### src/source/bus_settings.svh
`default_nettype none

`ifndef BUS_SETTINGS_SVH
`define BUS_SETTINGS_SVH

// bus geometry, word addressed
`define BUS_AW 30
`define BUS_DW 32
`define BUS_SW 4

// on-chip RAM, 1024 words
`define RAM_AW 10

// memory map
`define MAP_REGION_HI 9
`define MAP_SYS_REGION 1
`define MAP_GPIO_ADDR 30'h400001

`define SYS_ID_VALUE 32'h20191028

`endif

`default_nettype wire

### src/source/wb_if.sv
`timescale 1ns/1ps
`include "bus_settings.svh"
`default_nettype none

// pipelined wishbone, stall based
interface wb_if;
    logic               cyc;
    logic               stb;
    logic               we;
    logic [`BUS_AW-1:0] adr;
    logic [`BUS_DW-1:0] dat_w;
    logic [`BUS_SW-1:0] sel;

    logic               ack;
    logic               err;
    logic               stall;
    logic [`BUS_DW-1:0] dat_r;

    modport master (
        output cyc, stb, we, adr, dat_w, sel,
        input  ack, err, stall, dat_r
    );

    modport slave (
        input  cyc, stb, we, adr, dat_w, sel,
        output ack, err, stall, dat_r
    );
endinterface : wb_if

`default_nettype wire

### src/source/wb_pri_arbiter.sv
`timescale 1ns/1ps
`default_nettype none

module wb_pri_arbiter (
    input  logic i_clk,
    input  logic i_rst,
    wb_if.slave  a,
    wb_if.slave  b,
    wb_if.master m
);

    // owner of the previous cycle, 1 means master b
    logic owner_b;
    logic grant_b;

    // owner holds the bus while its cyc stays up
    // otherwise a wins whenever it asks
    always_comb begin
        if (owner_b ? b.cyc : a.cyc) begin
            grant_b = owner_b;
        end else begin
            grant_b = b.cyc && !a.cyc;
        end
    end

    always_ff @(posedge i_clk) begin
        if (i_rst) begin
            owner_b <= 1'b0;
        end else begin
            owner_b <= grant_b;
        end
    end

    // request mux
    assign m.cyc   = grant_b ? b.cyc   : a.cyc;
    assign m.stb   = grant_b ? b.stb   : a.stb;
    assign m.we    = grant_b ? b.we    : a.we;
    assign m.adr   = grant_b ? b.adr   : a.adr;
    assign m.dat_w = grant_b ? b.dat_w : a.dat_w;
    assign m.sel   = grant_b ? b.sel   : a.sel;

    // the loser only sees stall
    assign a.stall = grant_b ? 1'b1 : m.stall;
    assign b.stall = grant_b ? m.stall : 1'b1;
    assign a.ack   = !grant_b && m.ack;
    assign b.ack   = grant_b && m.ack;
    assign a.err   = !grant_b && m.err;
    assign b.err   = grant_b && m.err;

    // read data is shared, ack qualifies it
    assign a.dat_r = m.dat_r;
    assign b.dat_r = m.dat_r;

    // a response lands on the master that was granted when it issued,
    // two cycles back, and that master still holds cyc
    resp_to_owner: assert property (@(posedge i_clk) disable iff (i_rst)
        (m.ack || m.err) |-> m.cyc && (grant_b == $past(grant_b, 2)))
        else $error("arbiter response routed away from its requester");

endmodule : wb_pri_arbiter

`default_nettype wire

### src/flat_wrapper.sv
// flat-port wrapper written by rule: the top's interface ports become plain ports
module wb_pri_arbiter_flat 
  (i_clk, i_rst, a_cyc, a_stb, a_we, a_adr, a_dat_w, a_sel, a_ack, a_err, a_stall, a_dat_r, b_cyc, b_stb, b_we, b_adr, b_dat_w, b_sel, b_ack, b_err, b_stall, b_dat_r, m_cyc, m_stb, m_we, m_adr, m_dat_w, m_sel, m_ack, m_err, m_stall, m_dat_r);
  wb_if a_i ();
  wb_if b_i ();
  wb_if m_i ();
  input  logic i_clk;
  input  logic i_rst;
  input wire logic [$bits(a_i.cyc)-1:0] a_cyc;
  input wire logic [$bits(a_i.stb)-1:0] a_stb;
  input wire logic [$bits(a_i.we)-1:0] a_we;
  input wire logic [$bits(a_i.adr)-1:0] a_adr;
  input wire logic [$bits(a_i.dat_w)-1:0] a_dat_w;
  input wire logic [$bits(a_i.sel)-1:0] a_sel;
  output wire logic [$bits(a_i.ack)-1:0] a_ack;
  output wire logic [$bits(a_i.err)-1:0] a_err;
  output wire logic [$bits(a_i.stall)-1:0] a_stall;
  output wire logic [$bits(a_i.dat_r)-1:0] a_dat_r;
  input wire logic [$bits(b_i.cyc)-1:0] b_cyc;
  input wire logic [$bits(b_i.stb)-1:0] b_stb;
  input wire logic [$bits(b_i.we)-1:0] b_we;
  input wire logic [$bits(b_i.adr)-1:0] b_adr;
  input wire logic [$bits(b_i.dat_w)-1:0] b_dat_w;
  input wire logic [$bits(b_i.sel)-1:0] b_sel;
  output wire logic [$bits(b_i.ack)-1:0] b_ack;
  output wire logic [$bits(b_i.err)-1:0] b_err;
  output wire logic [$bits(b_i.stall)-1:0] b_stall;
  output wire logic [$bits(b_i.dat_r)-1:0] b_dat_r;
  output wire logic [$bits(m_i.cyc)-1:0] m_cyc;
  output wire logic [$bits(m_i.stb)-1:0] m_stb;
  output wire logic [$bits(m_i.we)-1:0] m_we;
  output wire logic [$bits(m_i.adr)-1:0] m_adr;
  output wire logic [$bits(m_i.dat_w)-1:0] m_dat_w;
  output wire logic [$bits(m_i.sel)-1:0] m_sel;
  input wire logic [$bits(m_i.ack)-1:0] m_ack;
  input wire logic [$bits(m_i.err)-1:0] m_err;
  input wire logic [$bits(m_i.stall)-1:0] m_stall;
  input wire logic [$bits(m_i.dat_r)-1:0] m_dat_r;
  assign a_i.cyc = a_cyc;
  assign a_i.stb = a_stb;
  assign a_i.we = a_we;
  assign a_i.adr = a_adr;
  assign a_i.dat_w = a_dat_w;
  assign a_i.sel = a_sel;
  assign a_ack = a_i.ack;
  assign a_err = a_i.err;
  assign a_stall = a_i.stall;
  assign a_dat_r = a_i.dat_r;
  assign b_i.cyc = b_cyc;
  assign b_i.stb = b_stb;
  assign b_i.we = b_we;
  assign b_i.adr = b_adr;
  assign b_i.dat_w = b_dat_w;
  assign b_i.sel = b_sel;
  assign b_ack = b_i.ack;
  assign b_err = b_i.err;
  assign b_stall = b_i.stall;
  assign b_dat_r = b_i.dat_r;
  assign m_cyc = m_i.cyc;
  assign m_stb = m_i.stb;
  assign m_we = m_i.we;
  assign m_adr = m_i.adr;
  assign m_dat_w = m_i.dat_w;
  assign m_sel = m_i.sel;
  assign m_i.ack = m_ack;
  assign m_i.err = m_err;
  assign m_i.stall = m_stall;
  assign m_i.dat_r = m_dat_r;
  wb_pri_arbiter u_core (.i_clk(i_clk), .i_rst(i_rst), .a(a_i), .b(b_i), .m(m_i));
endmodule
### config.mk
export PLATFORM = sky130hd
export DESIGN_NAME = wb_pri_arbiter_flat
export DESIGN_NICKNAME = d
export VERILOG_FILES = /design/src/source/wb_if.sv /design/src/source/wb_pri_arbiter.sv /design/src/flat_wrapper.sv
export VERILOG_INCLUDE_DIRS = /design/src /design/src/source
export SDC_FILE = /design/constraint.sdc
export NUM_CORES = 1
export LEC_CHECK = 0
export BUFFER_PORTS_ARGS = -buffer_cell sky130_fd_sc_hd__buf_2
export CAP_MARGIN = 20
export CORE_AREA = 2 2 122 124
export DETAILED_ROUTE_END_ITERATION = 10
export DIE_AREA = 0 0 124 126
export HOLD_SLACK_MARGIN = 0.02
export SKIP_CTS_REPAIR_TIMING = 1
export SYNTH_ARGS = -nofsm -noshare
export SYNTH_HDL_FRONTEND = slang
export SYNTH_SLANG_ARGS = --single-unit
### constraint.sdc
create_clock -name i_clk -period 1.98 [get_ports i_clk]
set_input_delay 0.099 -clock i_clk [delete_from_list [all_inputs] [get_ports i_clk]]
set_output_delay 0.099 -clock i_clk [all_outputs]
set_load 0.01 [all_outputs]
==> metrics.yaml <==
die:
  ioPinCount: 314
  start_util_pct: 11.3
  die_h_um: 126
  dieArea_um2: 15600
  row_count: 44
  core_um2: 14300
  die_w_um: 124
power:
  clockPowerShare_pct: 0
  power_density_nw_per_um2: 251
  pwr-share-seq_pct: 3.6
  vdd_drop_max_v: 0.0000580
  switchingPower_mw: 0.234
  combPwrFrac_pct: 96.4
  swShare_pct: 38.2
  p_int_mw: 0.378
  p_leak_nw: 1.44
final_layout:
  largest_reg_flops: 1
  layout-drive-gt1-share_pct: 96.8
  nets: 485
  antenna_cells: 0
  largestRegisters: "u_core.owner_b x1"
  syn2layout_area_growth_pct: 50.7
  finalNonFillerCells: 492
  nFillCells: 1628
  top_register: "u_core.owner_b"
detailed_routing:
  routedWlPerCell_um: 11.7
  drt_iter0_markers: 32
  vias: 1629
  drt_wl_total_um: 5740
  drc_errors: 0
  drtAntennaViolNets: 0
  first_pass_iters: 3
  via_per_inst: 3.31
yosys:
  synthCells: 153
  synthesis.nets: 328
  async_reset_ff_share_pct: 0
  ys_ff_latch: 1
  synth_area_um2: 1620
  synth_most_common_cell: "buf_4"
  synthTopCellsByArea: "mux2_4, buf_4, mux2_2"
  yosysTopAreaCell: "mux2_4"
  synth_common_cells: "buf_4, mux2_4, mux2_2"
  ys.flop_type: "dfxtp_1"
  synthDistinctLibCells: 12
  ys_seq_area_share_pct: 1.24
  synth-edff-count: 0
  syn-mean-instance-area_um2: 10.6
  synth_top_area_share_pct: 40.0
  yosys_warnings: 0
worst_setup_path:
  cp-startpoint: "u_core.owner_b"
  cp.arrival_ns: 1.47
  cp_num_buf_inv: 2
  endpoint_kind: "output pin"
  rr_startpoint: "u_core.owner_b"
  worst-path-max-fanout: 23
  slowest_delay_ns: 0.41
  start_kind: "register"
  cp_cell_sequence: "o21ai_4 -> buf_12 -> mux2_2 -> buf_2"
  path_delay_family: "compound AO/OA/AOI/OAI gates"
  required_ns: 1.88
  slowest_stage: "o21ai_4"
  path_class: "reg -> out"
job:
  maxCapViolations: 0
timing:
  relSlewSlack_pct: 68.7
  tns_ns: 0
  setup_viol: 0
  hold_slack_ns: 0.198
  fmax_mhz: 636
  max_slew.worst_pin.slew_ns: 0.468
  timing.final.max_slew_violations: 0
  setup_slack_ns: 0.408
  fin_crit_ns: 1.57
  hold_violations: 0
  clock_skew_ns: 0
  rsz0062_at_grt: "false"
  fin_crit_sh_pct: 79.4
global_routing:
  grt_usage_pct: 5.87
  grt_pass1_vias: 1502
  grt-ovfl-total: 0
  antenna_found_initial: 1
  grt_max_degree: 24
  grt_pass1_wl_um: 7210
placement:
  dpl.cell_count: 492
  port_buffers: 217
  gp_congestion: 0.744
  pre_cts_ws_ns: 0.384
  place_hpwl_um: 5220
cts:
  clock_latency_ns: 0
  clkSlewWorstSetupHoldPaths_ns: 0
hold_path:
  hp-class: "in -> out"
  min_from: "m_dat_r[13]"
outcome:
  status: "finished clean"
layer usage:
layer	part of all wire (%)	track usage (%)
met5	0	0
met3	14	1.36
met4	0.50	0.397
met1	33	5.95
met2	52	12.2
worst register-to-register path: stages (launching register included):
cell and delay, ns:
dfxtp_1 0.30, o21ai_4 0.41, buf_12 0.22, nor2_1 0.07
kinds of logic after synthesis:
kind of cell           synth area share (%)
AND/OR/NAND/NOR                        2.63
multiplexers                           57.4
flip-flops                             1.24
AO/OA/AOI/OAI                          1.01
buffers and inverters                  37.7
placed cells by master, fill, tap and decap left out:
| cell type | count |
|---|---|
| mux2_2 | 25 |
| nand2b_1 | 1 |
| mux2_4 | 43 |
| or2_2 | 2 |
| nor2_1 | 3 |
| buf_12 | 2 |
| dfxtp_1 | 1 |
| buf_2 | 217 |
| and2_1 | 2 |
| buf_4 | 8 |
| inv_1 | 3 |
| o21ai_4 | 1 |
power by group through the flow:
stage	Clock [mW]	Sequential [mW]	Combinational, mW
finish	0	0.0223	0.589
global route	0	0.0223	0.638
CTS	0	0.0223	0.598
detailed placement	0	0.0223	0.596
global placement	0	0.0223	0.593
floorplan	0	0.0223	0.458
area by class of cell:
type | instances | area [um2] | area share (%)
Inverter | 3 | 11.3 | 0.463
Multi-Input combinational cell | 77 | 986 | 40.5
Sequential cell | 1 | 20.0 | 0.823
Tap cell | 184 | 230 | 9.46
Timing Repair Buffer | 227 | 1190 | 48.7
worst paths after layout:
path,to,slack [ns],cells after the start
setup / recovery,m_dat_w[4],0.41,4
hold / removal,a_dat_r[13],0.20,0
setup reg to reg,u_core.owner_b,0.86,3
hold reg to reg,u_core.owner_b,0.84,3
through the flow:
stage	power (mW)	utilization, %	area, um2
floorplan	0.480	-	1620
global placement	0.616	17.0	2430
detailed placement	0.618	17.0	2430
CTS	0.620	17.0	2430
global route	0.661	17.0	2430
finish	0.612	17.0	2430
Power figures use the tool's default switching activity.
