### config.mk
export PLATFORM = sky130hd
export DESIGN_NAME = sys_regs_flat
export DESIGN_NICKNAME = d
export VERILOG_FILES = /design/src/source/bus_pkg.sv /design/src/source/wb_if.sv /design/src/source/sys_regs.sv /design/src/flat_wrapper.sv
export VERILOG_INCLUDE_DIRS = /design/src /design/src/source
export SDC_FILE = /design/constraint.sdc
export NUM_CORES = 1
export LEC_CHECK = 0
export BUFFER_PORTS_ARGS = -buffer_cell sky130_fd_sc_hd__buf_2
export CORE_MARGIN = 5
export CORE_UTILIZATION = 40
export CTS_CLUSTER_DIAMETER = 200
export DETAILED_ROUTE_END_ITERATION = 8
export PLACE_DENSITY = 0.65
export SLEW_MARGIN = 20
export SYNTH_ARGS = -nofsm -noshare
export SYNTH_HDL_FRONTEND = slang
export SYNTH_SLANG_ARGS = --single-unit
### constraint.sdc
create_clock -name i_clk -period 3.62 [get_ports i_clk]
set_input_delay 0.181 -clock i_clk [delete_from_list [all_inputs] [get_ports i_clk]]
set_output_delay 0.181 -clock i_clk [all_outputs]
set_load 0.02 [all_outputs]
### src/source/bus_settings.svh
`default_nettype none

`ifndef BUS_SETTINGS_SVH
`define BUS_SETTINGS_SVH

// bus geometry, word addressed
`define BUS_AW 30
`define BUS_DW 32
`define BUS_SW 4

// on-chip RAM, 1024 words
`define RAM_AW 10

// memory map
`define MAP_REGION_HI 9
`define MAP_SYS_REGION 1
`define MAP_GPIO_ADDR 30'h400001

`define SYS_ID_VALUE 32'h20191028

`endif

`default_nettype wire

### src/source/bus_pkg.sv
`default_nettype none

package bus_pkg;

    // which slave the decoder steers a strobe to
    typedef enum logic [1:0] {
        SEL_NONE = 2'd0,
        SEL_MEM  = 2'd1,
        SEL_SYS  = 2'd2,
        SEL_GPIO = 2'd3
    } slave_sel_e;

    // system register index, low word-address bits
    typedef enum logic [3:0] {
        SYS_ID       = 4'd0,
        SYS_SCRATCH  = 4'd1,
        SYS_ERR_ADDR = 4'd2,
        SYS_UPTIME   = 4'd3,
        SYS_IRQ      = 4'd4
    } sys_reg_e;

endpackage : bus_pkg

`default_nettype wire

### src/source/wb_if.sv
`timescale 1ns/1ps
`include "bus_settings.svh"
`default_nettype none

// pipelined wishbone, stall based
interface wb_if;
    logic               cyc;
    logic               stb;
    logic               we;
    logic [`BUS_AW-1:0] adr;
    logic [`BUS_DW-1:0] dat_w;
    logic [`BUS_SW-1:0] sel;

    logic               ack;
    logic               err;
    logic               stall;
    logic [`BUS_DW-1:0] dat_r;

    modport master (
        output cyc, stb, we, adr, dat_w, sel,
        input  ack, err, stall, dat_r
    );

    modport slave (
        input  cyc, stb, we, adr, dat_w, sel,
        output ack, err, stall, dat_r
    );
endinterface : wb_if

`default_nettype wire

### src/source/sys_regs.sv
`timescale 1ns/1ps
`include "bus_settings.svh"
`default_nettype none

module sys_regs (
    input  logic               i_clk,
    input  logic               i_rst,
    wb_if.slave                s,
    input  logic               i_err_pulse,
    input  logic [`BUS_AW-1:0] i_err_addr,
    output logic               o_irq
);
    import bus_pkg::*;

    sys_reg_e           reg_idx;
    logic [`BUS_DW-1:0] scratch;
    logic [`BUS_DW-1:0] uptime;
    logic [`BUS_AW-1:0] err_addr;
    logic               irq;
    logic               ack;
    logic [`BUS_DW-1:0] rd_data;

    assign reg_idx = sys_reg_e'(s.adr[3:0]);

    always_ff @(posedge i_clk) begin
        if (i_rst) begin
            ack      <= 1'b0;
            irq      <= 1'b0;
            uptime   <= '0;
            err_addr <= '0;
        end else begin
            ack <= s.stb;
            if (s.stb && s.we && (reg_idx == SYS_IRQ)) begin
                irq <= s.dat_w[0];
            end
            // top bit is sticky, the rest wraps
            if (!uptime[`BUS_DW-1]) begin
                uptime <= uptime + 1'b1;
            end else begin
                uptime[`BUS_DW-2:0] <= uptime[`BUS_DW-2:0] + 1'b1;
            end
            if (i_err_pulse) begin
                err_addr <= i_err_addr;
            end
        end
    end

    always_ff @(posedge i_clk) begin
        if (s.stb && s.we && (reg_idx == SYS_SCRATCH)) begin
            scratch <= s.dat_w;
        end
    end

    always_ff @(posedge i_clk) begin
        case (reg_idx)
            SYS_ID:       rd_data <= `SYS_ID_VALUE;
            SYS_SCRATCH:  rd_data <= scratch;
            // byte address for software
            SYS_ERR_ADDR: rd_data <= {err_addr, 2'b00};
            SYS_UPTIME:   rd_data <= uptime;
            SYS_IRQ:      rd_data <= {{(`BUS_DW-1){1'b0}}, irq};
            default:      rd_data <= '0;
        endcase
    end

    assign s.ack   = ack;
    assign s.err   = 1'b0;
    assign s.stall = 1'b0;
    assign s.dat_r = rd_data;
    assign o_irq   = irq;

endmodule : sys_regs

`default_nettype wire

### src/flat_wrapper.sv
// flat-port wrapper written by rule: the top's interface ports become plain ports
module sys_regs_flat import bus_pkg::*;
  (i_clk, i_rst, i_err_pulse, i_err_addr, o_irq, s_cyc, s_stb, s_we, s_adr, s_dat_w, s_sel, s_ack, s_err, s_stall, s_dat_r);
  wb_if s_i ();
  input  logic i_clk;
  input  logic i_rst;
  input  logic i_err_pulse;
  input  logic [`BUS_AW-1:0] i_err_addr;
  output logic o_irq;
  input wire logic [$bits(s_i.cyc)-1:0] s_cyc;
  input wire logic [$bits(s_i.stb)-1:0] s_stb;
  input wire logic [$bits(s_i.we)-1:0] s_we;
  input wire logic [$bits(s_i.adr)-1:0] s_adr;
  input wire logic [$bits(s_i.dat_w)-1:0] s_dat_w;
  input wire logic [$bits(s_i.sel)-1:0] s_sel;
  output wire logic [$bits(s_i.ack)-1:0] s_ack;
  output wire logic [$bits(s_i.err)-1:0] s_err;
  output wire logic [$bits(s_i.stall)-1:0] s_stall;
  output wire logic [$bits(s_i.dat_r)-1:0] s_dat_r;
  assign s_i.cyc = s_cyc;
  assign s_i.stb = s_stb;
  assign s_i.we = s_we;
  assign s_i.adr = s_adr;
  assign s_i.dat_w = s_dat_w;
  assign s_i.sel = s_sel;
  assign s_ack = s_i.ack;
  assign s_err = s_i.err;
  assign s_stall = s_i.stall;
  assign s_dat_r = s_i.dat_r;
  sys_regs u_core (.i_clk(i_clk), .i_rst(i_rst), .s(s_i), .i_err_pulse(i_err_pulse), .i_err_addr(i_err_addr), .o_irq(o_irq));
endmodule
==> flow_summary_export.csv <==
group,metric,value,unit
finish,design_area,0.00650,mm^2
synthesis,ys_dominant_reg_cell,"dfxtp_1",
clocking,cts_tree,"yes",
clocking,clock_path_buffers,2,
timing,skew,9.54,ps
synthesis,synth_edf_count,32,
finish,fill_cells,1083,
timing,tightest_slew,961,ps
grt,grt_antenna_before_repair,0,
synthesis,synth_top_area_cell,"dfxtp_1",
timing,max_slew_margin,0.359,
clocking,insertion_delay,400,ps
critical_path,reg2reg_slack,1140,ps
route,dr.first_iter.drc_count,216,
clocking,cts.sinks,128,
finish,regArea,0.00288,mm^2
clocking,cts_resized,0,
synthesis,yosysTopAreaCellShare,0.387,
synthesis,synth_compound_area_frac,0.0961,
clocking,cts-root-buf,"clkbuf_16",
finish,nets,689,
finish,diodes,0,
critical_path,crit_type,"reg -> reg",
route,wl_per_cell,16.6,um
critical_path,cp_slowest_stage_delay,760,ps
synthesis,synth_top_family_by_area,"simple AND/OR/NAND/NOR gates",
timing,fmax,404,MHz
route,post-route-drc-count,0,
finish,drive_gt1_frac,0.277,
die,pin_count,138,
route,drt_first_pass_iters,4,
critical_path,cpMostUsedCell,"or4_1",
synthesis,synthAdderAreaFrac,0.00252,
die,die_x,121,um
critical_path,crit_slowest_cell,"or4_1",
placed_design,gp_congestion,0.811,
route,via_count,3893,
power,power.leakage,2.62,nW
synthesis,synth_area_leaders,"dfxtp_1, edfxtp_1, mux2i_1",
critical_path,cp_max_fo,17,
finish,multi_input_area,0.00193,mm^2
critical_path,cp-end-kind,"flip-flop",
timing,hold_violations,0,
timing,maxSlewViolCount,0,
power,cellPowerDensity,523,mW/mm^2
timing,setup_viol,0,
timing,fin_crit,2480,ps
grt,globalRouteOverflowTotal,0,
critical_path,cp_top_family,"simple AND/OR/NAND/NOR gates",
synthesis,avgSynthCellArea,10.8,um^2
critical_path,cp_num_buf_inv,0,
critical_path,cp.arrival,2810,ps
timing,tns,0,ps
synthesis,synthesis.area,0.00497,mm^2
placed_design,dp_hpwl,8410,um
synthesis,yosys_register_bits,128,
die,die_area,0.0148,mm^2
die,core_area,0.0121,mm^2
synthesis,async_flop_share,0,
synthesis,synthMuxAreaShare,0.135,
timing,finalCritPeriodShare,0.684,
placed_design,port-buffer-count,104,
grt,grt_pass1_wl,20100,um
critical_path,crit_required,3950,ps
synthesis,netlist_instances,460,
synthesis,synthXorXnorAreaFrac,0.0159,
synthesis,yosys.cell_types.count,37,
grt,grt_pass1_vias,3895,
die,start_util,0.411,
grt,grt_usage,0.176,
clocking,clk_pin_slew,50,ps
grt,grt_max_degree,42,
die,die_h,121,um
route,via_per_inst,5.08,
flow_run,max_cap_violations,0,
synthesis,synth-simple-area-share,0.136,
finish,final_common_cell,"buf_2",
min_path,min_path_type,"in -> reg",
critical_path,path_cells,"ha_1 -> nand4_1 -> or4_1 -> or4_1 -> a21oi_1",
outcome,status,"completed",
route,routed_wl,12800,um
synthesis,ys_warn_count,0,
die,rows,40,
finish,final_cell_mix,"buf_2, dfxtp_1, nor2_1",
power,ir_drop,0.287,mV
placed_design,placedInstanceArea,0.00560,mm^2
clocking,h-tree-depth,4,
timing,rsz0062_at_grt,"no",
synthesis,ys_seq_area_frac,0.580,
route,ant_nets,0,
critical_path,start_kind,"flip-flop",
clocking,numCtsBuffers,17,
finish,area.growth.synth_to_final,30.8,%
-- sequential cells by signal (all words and copies together) (netlist names) --
register / count
u_core.scratch: 32
u_core.o_irq: 1
u_core.uptime: 32
u_core.s.dat_r: 32
u_core.s.ack: 1
u_core.err_addr: 30
-- synth_stat cells, drive strengths merged (2+ instances only) --
master,count
or3,8
buf,6
a22oi,23
nor2b,4
mux2i,40
dfxtp,96
mux2,24
nor3,3
edfxtp,32
inv,6
clkbuf,29
xnor2,7
nand2,12
nand3,12
nand4,7
a21oi,26
o21ai,16
o31ai,9
and4,2
nor2,69
or4,12
nand2b,2
xor2,2
nor4,4
-- report_power, final --
part / leakage, nW / internal (mW) / switching (mW)
Clock: 0.288 / 1.08 / 0.576
Combinational: 1.26 / 0.106 / 0.115
Sequential: 1.07 / 1.50 / 0.0184
-- metrics by stage --
| stage | setup slack [ps] | hold slack, ps | instances | utilization | power (mW) |
|---|---|---|---|---|---|
| final | 1140 | 22.1 | 767 | 0.537 | 3.40 |
| after global routing | 1010 | 11.4 | 767 | 0.537 | 3.51 |
| after CTS | 1180 | 7.66 | 767 | 0.537 | 3.42 |
| after detailed placement | 1190 | 359 | 703 | 0.463 | 1.74 |
| after global placement | 1240 | 361 | 703 | 0.463 | 1.74 |
| after floorplan | 45.7 | 280 | 461 | - | 1.66 |
-- routing by layer --
layer	track usage	up-vias	routed length [um]
met5	0	-	0
met4	0.0777	0	182
met3	0.0420	14	664
met2	0.269	111	6010
li1	-	1903	-
met1	0.236	1865	5890
-- worst paths after layout --
path,start,to,cells past startpoint
worst max-delay path,u_core.uptime[0],u_core.uptime[28],5
worst min-delay path,i_err_addr[23],u_core.err_addr[23],3
worst max register to register,u_core.uptime[0],u_core.uptime[28],5
worst min register to register,u_core.uptime[31],u_core.uptime[31],2
-- tightest hold or removal path: cells and delay by family --
kind | cells | cell delay (ps)
buffers and inverters | 1 | 70
muxes | 1 | 50
and+or+nand+nor | 1 | 80
-- cell families after synthesis --
group	after synthesis
AO/OA/AOI/OAI	77
XOR/XNOR	9
adder cells (fa/ha/maj)	1
buffers and inverters	41
flip-flops	128
multiplexers	64
other	1
AND/OR/NAND/NOR	139
-- layout make-up --
class                   instances  share of cell area
flip-flops and latches        128               0.443
clock buffers                  26              0.0768
multi-input cells             292               0.297
inverters                       6             0.00346
well taps                     168              0.0323
repair buffers                141               0.135
clock inverters                 6              0.0123
-- repair_timing --
action,in CTS,in global routing
endpoints found under the hold margin,32,0
buffers inserted,0,0
endpoints found under the setup margin,0,0
hold buffers,32,0
Note: power is estimated with default switching activity, not from simulation.
