File: src/source/bus_settings.svh
`default_nettype none

`ifndef BUS_SETTINGS_SVH
`define BUS_SETTINGS_SVH

// bus geometry, word addressed
`define BUS_AW 30
`define BUS_DW 32
`define BUS_SW 4

// on-chip RAM, 1024 words
`define RAM_AW 10

// memory map
`define MAP_REGION_HI 9
`define MAP_SYS_REGION 1
`define MAP_GPIO_ADDR 30'h400001

`define SYS_ID_VALUE 32'h20191028

`endif

`default_nettype wire

File: src/source/wb_if.sv
`timescale 1ns/1ps
`include "bus_settings.svh"
`default_nettype none

// pipelined wishbone, stall based
interface wb_if;
    logic               cyc;
    logic               stb;
    logic               we;
    logic [`BUS_AW-1:0] adr;
    logic [`BUS_DW-1:0] dat_w;
    logic [`BUS_SW-1:0] sel;

    logic               ack;
    logic               err;
    logic               stall;
    logic [`BUS_DW-1:0] dat_r;

    modport master (
        output cyc, stb, we, adr, dat_w, sel,
        input  ack, err, stall, dat_r
    );

    modport slave (
        input  cyc, stb, we, adr, dat_w, sel,
        output ack, err, stall, dat_r
    );
endinterface : wb_if

`default_nettype wire

File: src/source/gpio_port.sv
`timescale 1ns/1ps
`include "bus_settings.svh"
`default_nettype none

module gpio_port (
    input  logic        i_clk,
    input  logic        i_rst,
    wb_if.slave         s,
    input  logic [15:0] i_switches,
    output logic [15:0] o_leds
);

    logic [15:0]        leds;
    logic               ack;
    logic [`BUS_DW-1:0] rd_data;

    always_ff @(posedge i_clk) begin
        if (i_rst) begin
            leds <= '0;
            ack  <= 1'b0;
        end else begin
            ack <= s.stb;
            if (s.stb && s.we) begin
                leds <= s.dat_w[15:0];
            end
        end
    end

    // switches high, leds low
    always_ff @(posedge i_clk) begin
        rd_data <= {i_switches, leds};
    end

    assign s.ack   = ack;
    assign s.err   = 1'b0;
    assign s.stall = 1'b0;
    assign s.dat_r = rd_data;
    assign o_leds  = leds;

endmodule : gpio_port

`default_nettype wire

File: src/flat_wrapper.sv
// flat-port wrapper written by rule: the top's interface ports become plain ports
module gpio_port_flat 
  (i_clk, i_rst, i_switches, o_leds, s_cyc, s_stb, s_we, s_adr, s_dat_w, s_sel, s_ack, s_err, s_stall, s_dat_r);
  wb_if s_i ();
  input  logic i_clk;
  input  logic i_rst;
  input  logic [15:0] i_switches;
  output logic [15:0] o_leds;
  input wire logic [$bits(s_i.cyc)-1:0] s_cyc;
  input wire logic [$bits(s_i.stb)-1:0] s_stb;
  input wire logic [$bits(s_i.we)-1:0] s_we;
  input wire logic [$bits(s_i.adr)-1:0] s_adr;
  input wire logic [$bits(s_i.dat_w)-1:0] s_dat_w;
  input wire logic [$bits(s_i.sel)-1:0] s_sel;
  output wire logic [$bits(s_i.ack)-1:0] s_ack;
  output wire logic [$bits(s_i.err)-1:0] s_err;
  output wire logic [$bits(s_i.stall)-1:0] s_stall;
  output wire logic [$bits(s_i.dat_r)-1:0] s_dat_r;
  assign s_i.cyc = s_cyc;
  assign s_i.stb = s_stb;
  assign s_i.we = s_we;
  assign s_i.adr = s_adr;
  assign s_i.dat_w = s_dat_w;
  assign s_i.sel = s_sel;
  assign s_ack = s_i.ack;
  assign s_err = s_i.err;
  assign s_stall = s_i.stall;
  assign s_dat_r = s_i.dat_r;
  gpio_port u_core (.i_clk(i_clk), .i_rst(i_rst), .s(s_i), .i_switches(i_switches), .o_leds(o_leds));
endmodule
File: config.mk
export PLATFORM = sky130hd
export DESIGN_NAME = gpio_port_flat
export DESIGN_NICKNAME = d
export VERILOG_FILES = /design/src/source/wb_if.sv /design/src/source/gpio_port.sv /design/src/flat_wrapper.sv
export VERILOG_INCLUDE_DIRS = /design/src /design/src/source
export SDC_FILE = /design/constraint.sdc
export NUM_CORES = 1
export LEC_CHECK = 0
export BUFFER_PORTS_ARGS = -buffer_cell sky130_fd_sc_hd__buf_4
export CAP_MARGIN = 30
export CORE_MARGIN = 2
export CORE_UTILIZATION = 35
export DETAILED_ROUTE_END_ITERATION = 10
export GPL_ROUTABILITY_DRIVEN = 0
export GPL_TIMING_DRIVEN = 0
export HOLD_SLACK_MARGIN = 0.02
export PLACE_DENSITY = 0.77
export SYNTH_ARGS = -nofsm -noshare
export SYNTH_HDL_FRONTEND = slang
export SYNTH_SLANG_ARGS = --single-unit
File: constraint.sdc
create_clock -name i_clk -period 1.04 [get_ports i_clk]
set_clock_uncertainty 0.2 [all_clocks]
set_input_delay 0.208 -clock i_clk [delete_from_list [all_inputs] [get_ports i_clk]]
set_output_delay 0.208 -clock i_clk [all_outputs]
set_load 0.05 [all_outputs]
==> metrics.txt, run 1 <==
initial antenna violation count=0; register clock-pin slew on the reported worst setup and hold paths=approximately 0.10 ns; total number of H-tree levels=2; largest net degree at the start of global routing=16; peak clock frequency supported by timing=~0.8 GHz; biggest area consumer among synthesized cells=sky130_fd_sc_hd__dfxtp_1; antenna fix cells=0; Die X-Extent=just under 70 um; post-route non-filler standard cell count=roughly 300; instance area at placement=2200 um^2; core outline area=4000 um^2; sequential-to-total area share from yosys stat=between 60% and 70%; sequential cell fraction of total power=between 40% and 50%; post-route setup slack=-0.212 ns; Port Buf Inserts=82; most frequent cells after synthesis=sky130_fd_sc_hd__dfxtp_1 (49), sky130_fd_sc_hd__nand3_1 (16), sky130_fd_sc_hd__a21bo_1 (14), sky130_fd_sc_hd__a21oi_2 (14), sky130_fd_sc_hd__buf_6 (5); worst path arrival time=about 0.84 ns; total clock sinks=49; Final Hold Viols=1; total congestion overflow after global routing=0; data required time at the worst endpoint=between 0.6 and 0.7 ns; number of CTS-inserted buffers=5; final-stage net count=roughly 340; leakage power summed over all cells=approximately 1.4 nW; switching share of total power=30.9%; Routed Wire Length=between 6 and 7 mm; P&R area growth vs syn=120%; Pwr per Cell Area=roughly 1300 nW/um^2; kind of cell adding the most delay to the critical path=flip-flops; number of register bits inferred by synthesis=49; clock latency reported for the late side of the worst-skew pair=0.31 ns; clock tree from TritonCTS=built; library cell with the highest instance count after synthesis=sky130_fd_sc_hd__dfxtp_1; number of placed instances with taps included=243; Critical Setup Path Class=flop to primary output; synthesized area=roughly 1500 um^2; largest fanout on the critical path=2; number of enable-type register cells in the synthesized netlist=0; max-cap viol count=0; Yosys top cell area share=approximately two thirds; Total Die Area=4700 um^2; Hold/Removal Path Class=primary input to flop; run status=finished with violations; number of buffers on the longest clock path=2; iteration-0 DRC count of the detailed router=59; library cells used by synthesis=12; total half-perimeter wirelength after legalization and detailed placement=between 2 and 2.5 mm; fillers=190; setup repair after global routing missed its margin=true; Clock Root Buffer=sky130_fd_sc_hd__clkbuf_8; number of standard cells after synthesis=110; clock share of power=27.1%; number of global-route vias before repair=around 1,400; total negative slack for setup checks=-9.48 ns; average size of a mapped cell=between 10 and 15 um^2; Comb power frac=between 20% and 30%; layout cell share with drive strength beyond 1=between 70% and 80%; io pins=around 140; capturing element type of the critical path=primary output; area taken by flip-flops and latches=~1100 um^2; violated checks=hold timing, setup timing; Min Clock Period, post-route=roughly 1.3 ns; # setup viols final=62; area occupied by multi-input gates=about 440 um^2; share of the clock period used by the worst path after layout=120%; first-pass GRT wire length=around 7.4 mm; critical-path cell with the highest stage delay=sky130_fd_sc_hd__dfxtp_4; cell area after layout=~3200 um^2; Yosys warning total=0; number of pins with negative max-slew slack in the final report=0; All-Layer GR Usage=between 20% and 30%; Initial DRT Pass Iterations=5; Initial Util=between 30% and 40%; routed via count=roughly 1,500; Post-Route Utilization=around four fifths; cell chain of the critical path=buf_8; asr flop ratio synth=0%; Hold Buf Count CTS=32; die extent in y=between 60 and 70 um; largest cells by area after synthesis=sky130_fd_sc_hd__dfxtp_1 (67%), sky130_fd_sc_hd__a21bo_1 (9.6%), sky130_fd_sc_hd__a21oi_2 (8.4%), sky130_fd_sc_hd__nand3_1 (5.5%), sky130_fd_sc_hd__buf_6 (3.9%); design internal power=around 3.0 mW; power dissipated by switching net loads=~1.3 mW; total DRC errors in the routed layout=0; standard-cell row count=23; Worst Setup Start Kind=flop; worst path buffer plus inverter count=1; crit-path max cell delay=roughly 0.38 ns; remaining antenna violation count after routing=0; primary flip-flop cell chosen by synthesis mapping=sky130_fd_sc_hd__dfxtp_1; Worst IR Drop VDD=between 0.9 and 1 mV; Worst Hold Margin=-0.00879 ns; vias per cell=4.91; routed len/inst=roughly 21 um; Design Power=~4.3 mW
[registers in the layout, indices dropped and copies added, names as in the netlist]
register,flops
u_core.s.dat_r,32
u_core.o_leds,16
u_core.s.ack,1
[power groups by stage]
stage                     clock network [mW]  logic, mW  registers, mW
after floorplan                            0      0.152           2.35
after CTS                               1.13      0.977           2.02
final                                   1.16       1.08           2.04
after global routing                    1.22       1.11           2.05
after detailed placement                   0      0.742           2.03
after global placement                     0      0.736           2.03
[worst min-delay path, cell delays in order]
cell,delay [ns]
sky130_fd_sc_hd__buf_6,0.10
sky130_fd_sc_hd__a21bo_4,0.12
sky130_fd_sc_hd__a21oi_2,0.04
[metal layers]
metal  track usage [%]  up-vias  part of all wire, %
li1                  -      642                    -
met1              24.7      697                   37
met2              40.0      103                   51
met3              5.36       25                  8.0
met4              11.8        0                  4.5
met5                 0        -                    0
[metrics by stage]
stage | hold slack (ns) | setup slack (ns)
5_1_grt | -0.00120 | -0.221
2_1_floorplan | 0.0357 | 0.00197
3_5_place_dp | 0.114 | -0.0440
6_report | -0.00879 | -0.212
3_3_place_gp | 0.113 | -0.0448
4_1_cts | -0.00559 | -0.181
[cells by family (layout without fill, tap and decap cells)]
kind of cell / count (synthesis) / after routing / share of synthesized area [%]
simple gates: 17 / 17 / 5.91
compound gates: 32 / 32 / 20.1
other cells: 1 / 2 / 0.257
buf+inv: 11 / 149 / 6.60
flops: 49 / 49 / 67.2
[area by class of cell]
class                           instances  area share (%)
Buffer                                 11            3.00
Tap cell                               50            1.95
Sequential cell                        49            33.7
Clock buffer                            6            2.26
Clock inverter                          2           0.390
Multi-Input combinational cell         51            13.7
Timing Repair Buffer                  130            45.0
[worst paths after layout]
path	cells after the start	startpoint	slack (ns)	endpoint
setup / recovery	1	u_core.o_leds[6]	-0.21	o_leds[6]
setup reg to reg	4	u_core.o_leds[7]	-0.16	u_core.o_leds[7]
hold reg to reg	0	u_core.o_leds[0]	0.19	u_core.s.dat_r[0]
hold / removal	3	s_stb	-0.009	u_core.o_leds[15]
[placed cells by master (no fill, tap or decap), drive strengths merged]
master	instances
nand3	16
nor2b	1
a21oi	16
a21bo	16
buf	108
dlygate4sd3	31
dfxtp	49
clkbuf	7
inv	2
dlymetal6s4s	1
conb	2
[what timing repair did]
action,CTS,global route
endpoints found under the hold margin,32,3
buffers inserted,14,3
setup endpoints to repair,49,64
pin swaps,8,10
gates resized for setup,112,35
No activity file was read; power rests on OpenSTA's default activity.
==> inputs of run 2 (changes only) <==
- ABC_AREA: unset -> 1
- CORE_UTILIZATION: 35 -> 34
- PLACE_DENSITY: 0.77 -> 0.78
==> metrics.txt, run 2 <==
run status=finished with violations (unchanged); violated checks=hold timing, setup timing (unchanged); Hold Buf Count CTS=33 (was 32); average size of a mapped cell=9.66 um^2 (was 13.3 um^2); leakage power summed over all cells=1.49 nW (was 1.40 nW); crit-path max cell delay=0.37 ns (was 0.38 ns); vias per cell=4.21 (was 4.91); clock latency reported for the late side of the worst-skew pair=0.30 ns (was 0.31 ns); final-stage net count=364 (was 335); most common cell after layout, fill and taps aside=sky130_fd_sc_hd__buf_4 (was sky130_fd_sc_hd__buf_8); cell chain of the critical path=buf_8 (unchanged); asr flop ratio synth=0% (unchanged); sequential cell fraction of total power=45.3% (was 47.7%); # setup viols final=54 (was 62); worst reg2reg setup slack=-0.04 ns (was -0.16 ns); Critical Setup Path Class=flop to primary output (unchanged); endpoint of the lowest-slack register-to-register path=u_core.o_leds[10] (was u_core.o_leds[7]); data required time at the worst endpoint=0.63 ns (about the same); dominant combinational cell family by area after synthesis=simple AND/OR/NAND/NOR gates (was compound AO/OA/AOI/OAI gates); routed len/inst=15.9 um (was 21.2 um); standard-cell row count=22 (was 23); clock share of power=29.0% (was 27.1%); iteration-0 DRC count of the detailed router=46 (was 59); layout cell share with drive strength beyond 1=60.8% (was 76.3%); Initial DRT Pass Iterations=4 (was 5); synthesized area=1350 um^2 (was 1460 um^2); synthesized-area fraction occupied by xor and xnor cells=0% (unchanged); library cells used by synthesis=10 (was 12); synthesized-area fraction occupied by adder cells=0% (unchanged); fillers=215 (was 190); antenna fix cells=0 (unchanged); most frequent cells after synthesis=sky130_fd_sc_hd__dfxtp_1 (49), sky130_fd_sc_hd__nor2_1 (33), sky130_fd_sc_hd__nand2_1 (32) (was sky130_fd_sc_hd__dfxtp_1 (49), sky130_fd_sc_hd__nand3_1 (16), sky130_fd_sc_hd__a21bo_1 (14), sky130_fd_sc_hd__a21oi_2 (14), sky130_fd_sc_hd__buf_6 (5)); worst path arrival time=0.83 ns (was 0.84 ns); core outline area=3740 um^2 (was 4000 um^2); number of enable-type register cells in the synthesized netlist=0 (unchanged); P&R area growth vs syn=123% (was 120%); sequential-to-total area share from yosys stat=72.5% (was 67.2%); number of buffers on the longest clock path=2 (unchanged); worst path buffer plus inverter count=1 (unchanged); compound-gate portion of the synthesized area=0% (was 20.1%); area fraction in and, or, nand and nor cells after synthesis=18.5% (was 5.91%); setup repair after global routing missed its margin=true (unchanged); Hold/Removal Path Class=primary input to flop (unchanged); kind of cell adding the most delay to the critical path=flip-flops (unchanged); instance area at placement=2070 um^2 (was 2200 um^2); number of pins with negative max-slew slack in the final report=0 (unchanged); Total Die Area=4500 um^2 (was 4700 um^2); total negative slack for setup checks=-8.12 ns (was -9.48 ns); Clock Root Buffer=sky130_fd_sc_hd__clkbuf_8 (unchanged); largest fanout on the critical path=2 (unchanged); Worst setup endpoint=o_leds[10] (was o_leds[6]); Routed Wire Length=5.18 mm (was 6.35 mm); Die X-Extent=67.1 um (was 68.6 um); number of global-route vias before repair=1,416 (unchanged); worst setup slack before clock tree synthesis=-0.0967 ns (was -0.0440 ns); capturing element type of the critical path=primary output (unchanged); commonest non-fill, non-tap cells in the layout=sky130_fd_sc_hd__buf_4 (50), sky130_fd_sc_hd__dfxtp_2 (48), sky130_fd_sc_hd__buf_8 (43), sky130_fd_sc_hd__nand2_1 (32), sky130_fd_sc_hd__dlygate4sd3_1 (31) (was sky130_fd_sc_hd__buf_8 (47), sky130_fd_sc_hd__buf_4 (46), sky130_fd_sc_hd__dfxtp_2 (33), sky130_fd_sc_hd__dlygate4sd3_1 (31), sky130_fd_sc_hd__dfxtp_4 (16)); number of register bits inferred by synthesis=49 (unchanged); routed via count=1,371 (was 1,467); Pwr per Cell Area=1550 nW/um^2 (was 1330 nW/um^2); die extent in y=67.1 um (was 68.6 um); design internal power=3.29 mW (was 2.96 mW); io pins=138 (unchanged); post-route setup slack=-0.195 ns (was -0.212 ns); Min Clock Period, post-route=1.24 ns (was 1.25 ns); Worst Setup Start Kind=flop (unchanged); instance count on the critical path=1 (unchanged); crit path launch=u_core.o_leds[10] (was u_core.o_leds[6]); share of the clock period used by the worst path after layout=119% (was 120%); total congestion overflow after global routing=0 (unchanged); Worst IR Drop VDD=0.989 mV (was 0.904 mV); switching share of total power=29.6% (was 30.9%); largest net degree at the start of global routing=16 (unchanged); Final Hold Viols=5 (was 1); biggest area consumer among synthesized cells=sky130_fd_sc_hd__dfxtp_1 (unchanged); first-pass GRT wire length=6.55 mm (was 7.41 mm); r2r startpoint=u_core.o_leds[10] (was u_core.o_leds[7]); number of CTS-inserted buffers=5 (unchanged); total clock sinks=49 (unchanged); number of standard cells after synthesis=140 (was 110); total number of H-tree levels=2 (unchanged); clock tree from TritonCTS=built (unchanged); remaining antenna violation count after routing=0 (unchanged); Port Buf Inserts=84 (was 82); All-Layer GR Usage=20.3% (was 22.5%); largest cells by area after synthesis=sky130_fd_sc_hd__dfxtp_1 (73%), sky130_fd_sc_hd__nor2_1 (9.2%), sky130_fd_sc_hd__nand2_1 (8.9%), sky130_fd_sc_hd__inv_1 (4.7%), sky130_fd_sc_hd__buf_4 (1.7%) (was sky130_fd_sc_hd__dfxtp_1 (67%), sky130_fd_sc_hd__a21bo_1 (9.6%), sky130_fd_sc_hd__a21oi_2 (8.4%), sky130_fd_sc_hd__nand3_1 (5.5%), sky130_fd_sc_hd__buf_6 (3.9%)); Yosys warning total=0 (unchanged); Yosys top cell area share=72.5% (was 67.2%); initial antenna violation count=0 (unchanged); number of flip-flops in the largest register=32 (unchanged); critical-path cell with the highest stage delay=sky130_fd_sc_hd__dfxtp_2 (was sky130_fd_sc_hd__dfxtp_4); multiplexer share of the synthesized area=0% (unchanged); peak clock frequency supported by timing=0.810 GHz (was 0.799 GHz); Comb power frac=25.7% (was 25.2%); Worst Hold Margin=-0.0100 ns (was -0.00879 ns); primary flip-flop cell chosen by synthesis mapping=sky130_fd_sc_hd__dfxtp_1 (unchanged); register clock-pin slew on the reported worst setup and hold paths=0.09 ns (was 0.10 ns); total DRC errors in the routed layout=0 (unchanged); cell area after layout=3020 um^2 (was 3210 um^2); total half-perimeter wirelength after legalization and detailed placement=2.14 mm (was 2.49 mm); power dissipated by switching net loads=1.38 mW (was 1.32 mW); depth of the most critical reg-to-reg path=5 (was 4); Initial Util=36.1% (was 36.5%); library cell with the highest instance count after synthesis=sky130_fd_sc_hd__dfxtp_1 (unchanged); max-cap viol count=0 (unchanged); Design Power=4.68 mW (was 4.28 mW)
[run 2: cell types whose count changed in the layout (fill, tap and decap cells not counted), moves of 15 or more]
cell / previous run / this run
sky130_fd_sc_hd__nor2_1: 0 / 24
sky130_fd_sc_hd__nand2_1: 0 / 32
sky130_fd_sc_hd__inv_1: 0 / 17
sky130_fd_sc_hd__dfxtp_2: 33 / 48
sky130_fd_sc_hd__a21oi_2: 15 / 0
sky130_fd_sc_hd__dfxtp_4: 16 / 1
[run 2: final cells by class]
class | count | area, um^2 | share of cell area, %
Timing Repair Buffer | 129 | 1400 | 46.4
Tap cell | 48 | 60.1 | 1.99
Sequential cell | 49 | 1040 | 34.6
Clock inverter | 2 | 38.8 | 1.28
Buffer | 6 | 50.0 | 1.66
Multi-Input combinational cell | 68 | 285 | 9.44
Clock buffer | 6 | 72.6 | 2.40
Inverter | 18 | 67.6 | 2.24
[run 2: worst min-delay path by stage]
stage                              start                  to  slack, ns  cells after the start
after floorplan            i_switches[0]  u_core.s.dat_r[16]       0.04                      0
final                              i_rst    u_core.o_leds[3]      -0.01                      4
after detailed placement  i_switches[10]  u_core.s.dat_r[26]       0.11                      1
after global placement     i_switches[8]  u_core.s.dat_r[24]       0.11                      1
after global routing               i_rst   u_core.o_leds[15]     -0.003                      4
after CTS                          i_rst    u_core.o_leds[3]      -0.02                      4
[run 2: power by group through the flow]
stage	registers (mW)	clock network [mW]	logic (mW)
6_report	2.12	1.36	1.20
4_1_cts	2.10	1.36	1.13
5_1_grt	2.13	1.45	1.26
3_3_place_gp	2.09	0	0.851
2_1_floorplan	2.51	0	0.128
3_5_place_dp	2.10	0	0.856
[run 2: through the flow]
step / std cells / util (%) / hold slack (ns)
CTS: 325 / 78.1 / -0.0224
global route: 326 / 80.7 / -0.00318
detailed placement: 273 / 55.2 / 0.114
global placement: 273 / 55.2 / 0.113
finish: 326 / 80.7 / -0.0100
floorplan: 141 / - / 0.0357
[run 2: per-layer routing]
metal	vias to the layer above	part of all wire, %	GRT usage (%)
met1	630	38	20.6
met4	0	1.1	6.12
met2	65	54	39.1
li1	669	-	-
met3	7	6.9	6.08
met5	-	0	0
[run 2: cells by family (layout without fill, tap and decap cells)]
family,count (synthesis),in the layout
buffers and inverters,24,161
other,1,2
AND/OR/NAND/NOR,66,66
flip-flops,49,49
[run 2: timing repair]
action                                  4_1_cts  5_1_grt
pin swaps                                     0        1
buffers inserted                             11        1
endpoints found under the setup margin       49       58
resized for setup                           111       27
hold endpoints to repair                     33        6
